`src/source/soc_consts.svh`:
```
// Shared constants for the LoRa node peripheral block
// Assumes a 25 MHz clk, so one microsecond is 25 cycles
// Pin idle levels stand in for the UART, SPI and I2C functions not built here

`ifndef SOC_CONSTS_SVH
`define SOC_CONSTS_SVH

// ==============================
// Timing
// ==============================
`define CLKS_PER_US        25             // 25 MHz / 25 = 1 MHz tick
`define RESET_HOLD_CYCLES  32             // Soft reset hold length in clk cycles

// ==============================
// Bus map and keys
// ==============================
`define PERI_BASE_MATCH    23'h400000     // Required value of {addr[27:7], addr[1:0]}
`define SOFT_RESET_KEY     8'hA5          // Low byte written to SYS_INFO
`define READ_UNMAPPED      32'hFFFF_FFFF  // Unmapped and removed slots

// ==============================
// Identification
// ==============================
`define CHIP_ID            8'h01
`define CHIP_VERSION       8'h10          // v1.0

// Idle levels, bit 7 down to bit 0:
// LED 0, SDA 1, SCK 0, CS 1, MOSI 0, SCL 1, radio RESET 1, UART TX 1
`define PIN_IDLE_LEVELS    8'h57

`endif

```
`src/source/soc_pkg.sv`:
```
// Types shared by the peripheral block and its testbench
// Slot numbers follow the full SoC map; missing slots read as all ones

package soc_pkg;

    typedef logic [27:0] addr_t;       // CPU data bus address
    typedef logic [31:0] data_t;       // Bus data, also the timer count
    typedef logic [1:0]  wstrb_t;      // Active low, anything but 2'b11 is a write
    typedef logic [7:0]  pins_t;       // One 8-bit pin group
    typedef logic [15:0] pps_count_t;  // Wrapping 1PPS edge count

    // Peripheral slot, taken from addr[6:2]
    typedef enum logic [4:0] {
        PERI_GPIO_OUT     = 5'd0,   // R/W output register, reads back the pins
        PERI_GPIO_IN      = 5'd1,   // R input pins
        PERI_GPIO_OUT_SEL = 5'd3,   // R/W pin function select
        PERI_TIMER        = 5'd12,  // R/W countdown timer
        PERI_SYSINFO      = 5'd15,  // R ID and PPS count, W soft reset key
        PERI_NONE         = 5'd31   // Address outside the peripheral base
    } peri_slot_e;

endpackage

```
`src/source/async_inputs.sv`:
```
// Synchronizers for the asynchronous input pins
// PPS high time must be at least 2 clk cycles to be seen
// Count goes up 3 cycles after the PPS edge; DIO1 lags its pin by 2 cycles

`timescale 1ns/1ns

module async_inputs
    import soc_pkg::*;
(
    input  logic       clk,
    input  logic       rst_reg_n,    // Peripheral reset
    input  logic       i_pps_pin,    // 1PPS from the GNSS module
    input  logic       i_dio1_pin,   // Radio DIO1 interrupt line
    output pps_count_t o_pps_count,
    output logic       o_dio1_irq
);

    logic [1:0] pps_sync;   // [1] is the clean level
    logic       pps_prev;   // Last clean level for edge detect
    logic       pps_rise;
    logic [1:0] dio1_sync;

    // ==============================
    // Two-flop synchronizers
    // ==============================
    always_ff @(posedge clk) begin
        if (!rst_reg_n) begin
            pps_sync  <= 2'b00;
            pps_prev  <= 1'b0;
            dio1_sync <= 2'b00;
        end else begin
            pps_sync  <= {pps_sync[0], i_pps_pin};
            pps_prev  <= pps_sync[1];
            dio1_sync <= {dio1_sync[0], i_dio1_pin};
        end
    end

    assign pps_rise = pps_sync[1] && !pps_prev;

    // PPS edge counter, wraps at 16 bits
    always_ff @(posedge clk) begin
        if (!rst_reg_n) begin
            o_pps_count <= '0;
        end else if (pps_rise) begin
            o_pps_count <= o_pps_count + 1'b1;
        end
    end

    assign o_dio1_irq = dio1_sync[1];  // Level, cleared at the radio over SPI

endmodule

```
`src/source/lora_periph_top.sv`:
```
// Peripheral subsystem of the LoRa node
// i_ui_in[0] is radio DIO1, i_ui_in[4] is 1PPS; other input bits are plain GPIO
// Soft reset holds all peripherals, but not the reset block itself, for 32 cycles

`timescale 1ns/1ns

module lora_periph_top
    import soc_pkg::*;
(
    input  logic   clk,
    input  logic   rst_reg_n,    // External sync reset, active low
    input  addr_t  i_addr,
    input  wstrb_t i_write_n,
    input  data_t  i_wdata,
    input  pins_t  i_ui_in,
    output data_t  o_rdata,
    output pins_t  o_uo_out,
    output logic   o_timer_irq,
    output logic   o_dio1_irq
);

    logic       periph_rst_n;  // Internal peripheral reset
    logic       timer_wr;
    logic       soft_reset;
    data_t      timer_count;
    pps_count_t pps_count;

    // ==============================
    // Reset and timing
    // ==============================
    reset_hold reset_hold_i (
        .clk            (clk),
        .rst_reg_n      (rst_reg_n),
        .i_soft_reset   (soft_reset),
        .o_periph_rst_n (periph_rst_n)
    );

    time_base time_base_i (
        .clk           (clk),
        .rst_reg_n     (periph_rst_n),
        .i_timer_wr    (timer_wr),
        .i_wdata       (i_wdata),
        .o_timer_count (timer_count),
        .o_timer_irq   (o_timer_irq)
    );

    async_inputs async_inputs_i (
        .clk         (clk),
        .rst_reg_n   (periph_rst_n),
        .i_pps_pin   (i_ui_in[4]),  // 1PPS
        .i_dio1_pin  (i_ui_in[0]),  // Radio DIO1
        .o_pps_count (pps_count),
        .o_dio1_irq  (o_dio1_irq)
    );

    // ==============================
    // Bus registers
    // ==============================
    mmio_regs mmio_regs_i (
        .clk           (clk),
        .rst_reg_n     (periph_rst_n),
        .i_addr        (i_addr),
        .i_write_n     (i_write_n),
        .i_wdata       (i_wdata),
        .i_ui_in       (i_ui_in),
        .i_timer_count (timer_count),
        .i_pps_count   (pps_count),
        .o_rdata       (o_rdata),
        .o_uo_out      (o_uo_out),
        .o_timer_wr    (timer_wr),
        .o_soft_reset  (soft_reset)
    );

endmodule

```
`src/source/mmio_regs.sv`:
```
// Peripheral register file on the CPU data bus
// Reads are combinational from i_addr; writes land at the next edge
// No register has a read side effect
// Slots of removed peripherals read as all ones

`timescale 1ns/1ns
`include "soc_consts.svh"

module mmio_regs
    import soc_pkg::*;
(
    input  logic       clk,
    input  logic       rst_reg_n,      // Peripheral reset
    input  addr_t      i_addr,
    input  wstrb_t     i_write_n,      // Active low strobes
    input  data_t      i_wdata,
    input  pins_t      i_ui_in,        // Input pins
    input  data_t      i_timer_count,
    input  pps_count_t i_pps_count,
    output data_t      o_rdata,
    output pins_t      o_uo_out,       // Output pins
    output logic       o_timer_wr,     // TIMER write strobe
    output logic       o_soft_reset    // Keyed SYS_INFO write
);

    peri_slot_e slot;          // Decoded peripheral
    logic       wr_cycle;      // Any write on the bus
    logic       gpio_out_wr;
    logic       gpio_sel_wr;
    pins_t      gpio_out;      // Value driven on selected pins
    pins_t      gpio_out_sel;  // 1 = pin is GPIO, 0 = idle level

    // ==============================
    // Address decode
    // ==============================
    always_comb begin
        if ({i_addr[27:7], i_addr[1:0]} == `PERI_BASE_MATCH) begin
            slot = peri_slot_e'(i_addr[6:2]);  // Gaps in the map fall to default below
        end else begin
            slot = PERI_NONE;
        end
    end

    assign wr_cycle = (i_write_n != 2'b11);

    // Write strobes
    assign gpio_out_wr  = wr_cycle && (slot == PERI_GPIO_OUT);
    assign gpio_sel_wr  = wr_cycle && (slot == PERI_GPIO_OUT_SEL);
    assign o_timer_wr   = wr_cycle && (slot == PERI_TIMER);
    assign o_soft_reset = wr_cycle && (slot == PERI_SYSINFO)
                          && (i_wdata[7:0] == `SOFT_RESET_KEY);  // Other bytes are ignored

    // ==============================
    // GPIO registers
    // ==============================
    always_ff @(posedge clk) begin
        if (!rst_reg_n) begin
            gpio_out     <= '0;
            gpio_out_sel <= '0;  // All pins start on their idle level
        end else begin
            if (gpio_out_wr) begin
                gpio_out <= i_wdata[7:0];
            end
            if (gpio_sel_wr) begin
                gpio_out_sel <= i_wdata[7:0];
            end
        end
    end

    // Pin mux, per bit: GPIO value if selected, else idle level
    // 0 UART TX, 1 radio RESET, 2 SCL, 3 MOSI, 4 CS, 5 SCK, 6 SDA, 7 LED
    assign o_uo_out = (gpio_out_sel & gpio_out) | (~gpio_out_sel & `PIN_IDLE_LEVELS);

    // ==============================
    // Read data mux
    // ==============================
    always_comb begin
        case (slot)
            PERI_GPIO_OUT: begin
                o_rdata = {24'h0, o_uo_out};  // Actual pin levels, not the register
            end
            PERI_GPIO_IN: begin
                o_rdata = {24'h0, i_ui_in};
            end
            PERI_GPIO_OUT_SEL: begin
                o_rdata = {24'h0, gpio_out_sel};
            end
            PERI_TIMER: begin
                o_rdata = i_timer_count;
            end
            PERI_SYSINFO: begin
                o_rdata = {i_pps_count, `CHIP_ID, `CHIP_VERSION};
            end
            default: begin
                o_rdata = `READ_UNMAPPED;
            end
        endcase
    end

    // Timer load and soft reset come from different slots
    a_wr_exclusive : assert property (
        @(posedge clk) disable iff (!rst_reg_n)
        !(o_timer_wr && o_soft_reset)
    ) else $error("timer write and soft reset in the same cycle");

endmodule

```
`src/source/reset_hold.sv`:
```
// Peripheral reset generator
// The soft reset request must be a single-cycle pulse; a longer one restarts the hold
// Peripheral reset is registered, so it lags rst_reg_n by one cycle

`timescale 1ns/1ns
`include "soc_consts.svh"

module reset_hold (
    input  logic clk,
    input  logic rst_reg_n,      // External sync reset, active low
    input  logic i_soft_reset,   // Keyed SYS_INFO write
    output logic o_periph_rst_n  // Reset for every other module
);

    logic [5:0] hold_cnt;  // Cycles of soft reset still to hold

    // Load on request, then run down to zero
    always_ff @(posedge clk) begin
        if (!rst_reg_n) begin
            hold_cnt <= 6'd0;
        end else if (i_soft_reset) begin
            hold_cnt <= 6'(`RESET_HOLD_CYCLES);
        end else if (hold_cnt != 6'd0) begin
            hold_cnt <= hold_cnt - 6'd1;
        end
    end

    // Out of reset only when the pin is high and no hold is pending
    always_ff @(posedge clk) begin
        if (!rst_reg_n) begin
            o_periph_rst_n <= 1'b0;
        end else begin
            o_periph_rst_n <= (hold_cnt == 6'd0);  // One edge after the load it drops
        end
    end

    // Hold length is bounded by the configured value
    a_hold_bound : assert property (
        @(posedge clk) disable iff (!rst_reg_n)
        hold_cnt <= 6'(`RESET_HOLD_CYCLES)
    ) else $error("reset hold counter above limit");

endmodule

```
`src/source/time_base.sv`:
```
// Microsecond tick and 32-bit countdown timer
// Tick phase restarts at every peripheral reset release
// Interrupt is a sticky level, cleared only by the next timer write
// CLKS_PER_US must be 2 or more

`timescale 1ns/1ns
`include "soc_consts.svh"

module time_base
    import soc_pkg::*;
#(
    parameter int CLKS_PER_US = `CLKS_PER_US
) (
    input  logic  clk,
    input  logic  rst_reg_n,     // Peripheral reset
    input  logic  i_timer_wr,    // One-cycle TIMER slot write
    input  data_t i_wdata,       // New count on a write
    output data_t o_timer_count,
    output logic  o_timer_irq
);

    localparam int DIV_W = $clog2(CLKS_PER_US);

    logic [DIV_W-1:0] div_cnt;  // Position within the microsecond
    logic             tick;     // One cycle in every CLKS_PER_US

    // ==============================
    // Microsecond divider
    // ==============================
    assign tick = (div_cnt == DIV_W'(CLKS_PER_US - 1));

    always_ff @(posedge clk) begin
        if (!rst_reg_n || tick) begin
            div_cnt <= '0;
        end else begin
            div_cnt <= div_cnt + 1'b1;
        end
    end

    // ==============================
    // Countdown timer
    // ==============================
    // A write wins over a tick in the same cycle
    always_ff @(posedge clk) begin
        if (!rst_reg_n) begin
            o_timer_count <= '0;
            o_timer_irq   <= 1'b0;
        end else if (i_timer_wr) begin
            o_timer_count <= i_wdata;
            o_timer_irq   <= 1'b0;  // Fresh count clears a pending interrupt
        end else if (tick && (o_timer_count != '0)) begin
            o_timer_count <= o_timer_count - 1'b1;
            if (o_timer_count == data_t'(1)) begin
                o_timer_irq <= 1'b1;  // Expiry, 1 -> 0
            end
        end
    end

    // Interrupt can only be raised by a tick, never by a write
    a_irq_on_tick : assert property (
        @(posedge clk) disable iff (!rst_reg_n)
        $rose(o_timer_irq) |-> $past(tick)
    ) else $error("timer interrupt rose outside a tick");

endmodule

```
`config.mk`:
```
export PLATFORM = sky130hd
export DESIGN_NAME = lora_periph_top
export DESIGN_NICKNAME = d
export VERILOG_FILES = /design/src/source/soc_pkg.sv /design/src/source/async_inputs.sv /design/src/source/lora_periph_top.sv /design/src/source/mmio_regs.sv /design/src/source/reset_hold.sv /design/src/source/time_base.sv
export VERILOG_INCLUDE_DIRS = /design/src /design/src/source
export SDC_FILE = /design/constraint.sdc
export NUM_CORES = 1
export LEC_CHECK = 0
export ABC_AREA = 1
export ABC_CLOCK_PERIOD_IN_PS = 4400
export BUFFER_PORTS_ARGS = -buffer_cell sky130_fd_sc_hd__clkbuf_2
export CAP_MARGIN = 20
export CORE_AREA = 2 2 120 122
export DETAILED_ROUTE_END_ITERATION = 10
export DIE_AREA = 0 0 122 124
export PLACE_DENSITY_LB_ADDON = 0.12
export SLEW_MARGIN = 10
export SYNTH_ARGS = -nofsm -noshare
export SYNTH_HDL_FRONTEND = slang
export SYNTH_SLANG_ARGS = --single-unit
```
`constraint.sdc`:
```
create_clock -name clk -period 4.4 [get_ports clk]
set_input_delay 1.32 -clock clk [delete_from_list [all_inputs] [get_ports clk]]
set_output_delay 1.32 -clock clk [all_outputs]
set_load 0.01 [all_outputs]
```
==> impl_metrics.ini <==
[min_path]
hold_class = reg2reg

[critical_path]
arrival_ns = 2.86
r2r_slack_ns = 1.62
path_cells = clkbuf_2 -> nor2_1 -> nand2_1 -> nor2_1 -> nand2_2 -> nor2_8 -> nand3_4 -> nand4_4 -> buf_12 -> nand3_1 -> clkbuf_2
cp.required_ns = 3.08
slowest_stage = nand4_4
max_stage_delay_ns = 0.23
end_kind = output port
setup.worst_path.start_class = input pin
crit_type = in2out
critPathMaxFanout = 25

[final_layout]
area_growth_pct = 17.8
num_antenna_cells = 0
instances_no_fill = 1162
nNetsFinal = 1057
fillers = 1527
drive_gt1_share_pct = 17.1

[pwr]
switchingPower_mw = 0.548
seqPwrFrac_pct = 46.6
power_frac_comb_pct = 14.3
p_clk_share_pct = 39.1
power_density_nw_per_um2 = 287
swShare_pct = 29.9
p_leak_nw = 3.09
irDropWorstVdd_v = 0.000190
intPower_mw = 1.29

[synth]
synth_top_cells_by_area = dfxtp_1, nand2_1, nor2_1
yosys.area.top_type_share_pct = 30.3
synthArstFlopShare_pct = 0
synth_nets = 953
ys.flop_type = dfxtp_1
synth_area_leader_cell = dfxtp_1
syn_area_um2 = 5420
yosys_register_bits = 82
synthesis.instances = 873
synth_edf_count = 0
synth_cell_types = 42
ys_warn_count = 0
ys_seq_area_share_pct = 30.3
syn_area_per_cell_um2 = 6.21

[drt]
drc = 0
wire_per_inst_um = 13.7
num_vias = 5657
via_per_inst = 4.87
antenna_left = 0
drt-initial-drc-count = 340
wl_mm = 15.9
first_pass_iters = 5

[clocking]
cts_max_level = 3
numCtsBuffers = 9
cts-root-buf = clkbuf_16
holdBufCountCts = 0
clock_latency_ns = 0.35
path_clk_slew_ns = 0.06
clockBufferDepth = 2
cts_tree = done
clkSinkCount = 82

[global_route]
antenna_found_initial = 0
grt_usage_pct = 21.9
grt_pass1_vias = 5212
gr-total-overflow = 0
grt_pass1_wl_mm = 25.9
grt_max_degree = 54

[status]
status = finished clean

[floorplan]
initial_core_util_pct = 39.5
die_h_um = 124
core_area_um2 = 13700
std_cell_rows = 43
dieArea_um2 = 15100
die_width_um = 122
io_pins = 114

[timing]
layout_min_cycle_time_ns = 4.18
timing.setup.tns_ns = 0
worst-slew-pin-transition_ns = 0.997
max_freq_ghz = 0.239
rsz0062_at_grt = false
setup_viol = 0
maxSlewHeadroom_pct = 33.5
hold_violations = 0
slew_violations = 0
finalClockSkew_ns = 0.00595
finalCritPeriodShare_pct = 95.0

[place]
dpl.hpwl_mm = 11.9
io_buffers = 113
place_congestion = 0.882
dp_cells = 1146

[flow_run]
cap_violations = 0
[cells in the final DEF, fill, tap and decap left out, types with 14 or more instances in the layout]
master / n
xor2_1: 19
clkbuf_2: 113
a21oi_1: 40
nor2_1: 128
o22ai_1: 14
o21ai_1: 18
nand4_1: 15
o21ai_0: 32
nand3_1: 88
nand2_1: 213
dfxtp_1: 81
inv_1: 123
[timing repair]
item,4_1_cts,5_1_grt
setup endpoints to repair,0,5
resized for setup,0,1
buffers inserted,0,0
[sequential cells by signal, summed over array words and instances (netlist names), 2 cells and up]
name	count
async_inputs_i.o_pps_count	16
time_base_i.div_cnt	5
async_inputs_i.pps_sync	2
reset_hold_i.hold_cnt	6
time_base_i.o_timer_count	32
mmio_regs_i.gpio_out_sel	8
async_inputs_i.dio1_sync	2
mmio_regs_i.gpio_out	8
[cells by family after synthesis]
logic type | Yosys count | synth area share, %
and+or+nand+nor | 490 | 40.3
buffers and inverters | 155 | 12.2
AOI/OAI and AO/OA | 116 | 11.8
DFF | 82 | 30.3
xor gates and xnor gates | 21 | 3.39
adders and majority gates | 8 | 1.85
muxes | 1 | 0.185
[critical path: cells and delay by family]
kind,cells,cell delay [ns]
buffers and inverters,3,0.42
AND/OR/NAND/NOR,8,1.12
[Yosys cell counts, types with 7 or more instances]
library cell and count:
nand4_1 15, buf_6 7, o21ai_0 32, inv_1 123, nor2_1 128, o21ai_1 18, o22ai_1 14, ha_1 8
nand3_1 88, dfxtp_1 82, buf_2 8, nand2_1 213, clkbuf_1 9, xor2_1 19, nor3_1 11, a21oi_1 40
[per-stage QoR]
stage | utilization, % | power, mW | setup slack [ns] | cell area, um2 | hold slack [ns]
global route | 46.5 | 1.92 | 0.0281 | 6380 | 0.454
finish | 46.5 | 1.83 | 0.218 | 6380 | 0.420
CTS | 46.5 | 1.86 | 0.135 | 6370 | 0.422
floorplan | - | 1.05 | 0.582 | 5420 | 0.390
detailed placement | 44.5 | 1.14 | 0.138 | 6100 | 0.407
global placement | 44.5 | 1.14 | 0.170 | 6100 | 0.397
[power groups by stage]
stage	clock, mW	combinational, mW	sequential, mW
2_1_floorplan	0	0.235	0.817
3_3_place_gp	0	0.263	0.873
3_5_place_dp	0	0.266	0.871
4_1_cts	0.734	0.266	0.855
5_1_grt	0.754	0.304	0.864
6_report	0.717	0.263	0.854
[layout make-up]
type	instances	area [um2]	share of cell area [%]
Sequential cell	82	1640	25.7
Multi-Input combinational cell	636	3120	48.9
Clock buffer	11	233	3.65
Tap cell	180	225	3.53
Inverter	126	473	7.41
Timing Repair Buffer	122	646	10.1
Clock inverter	5	40.0	0.627
[final timing paths]
path	startpoint	to	cells past startpoint
max	i_addr[20]	o_rdata[31]	11
min	async_inputs_i.pps_sync[0]$_SDFF_PN0_	async_inputs_i.pps_sync[1]$_SDFF_PN0_	2
max reg2reg	time_base_i.o_timer_count[16]$_SDFFE_PN0P_	time_base_i.o_timer_count[18]$_SDFFE_PN0P_	10
min reg2reg	async_inputs_i.pps_sync[0]$_SDFF_PN0_	async_inputs_i.pps_sync[1]$_SDFF_PN0_	2
[layer usage]
metal	up-vias	part of all wire (%)	global-route usage [%]
met5	-	0	0
met4	0	1.9	7.97
met3	17	4.4	3.11
met2	149	45	36.1
met1	2496	49	29.1
li1	2995	-	-
(Power assumes the default switching activity.)
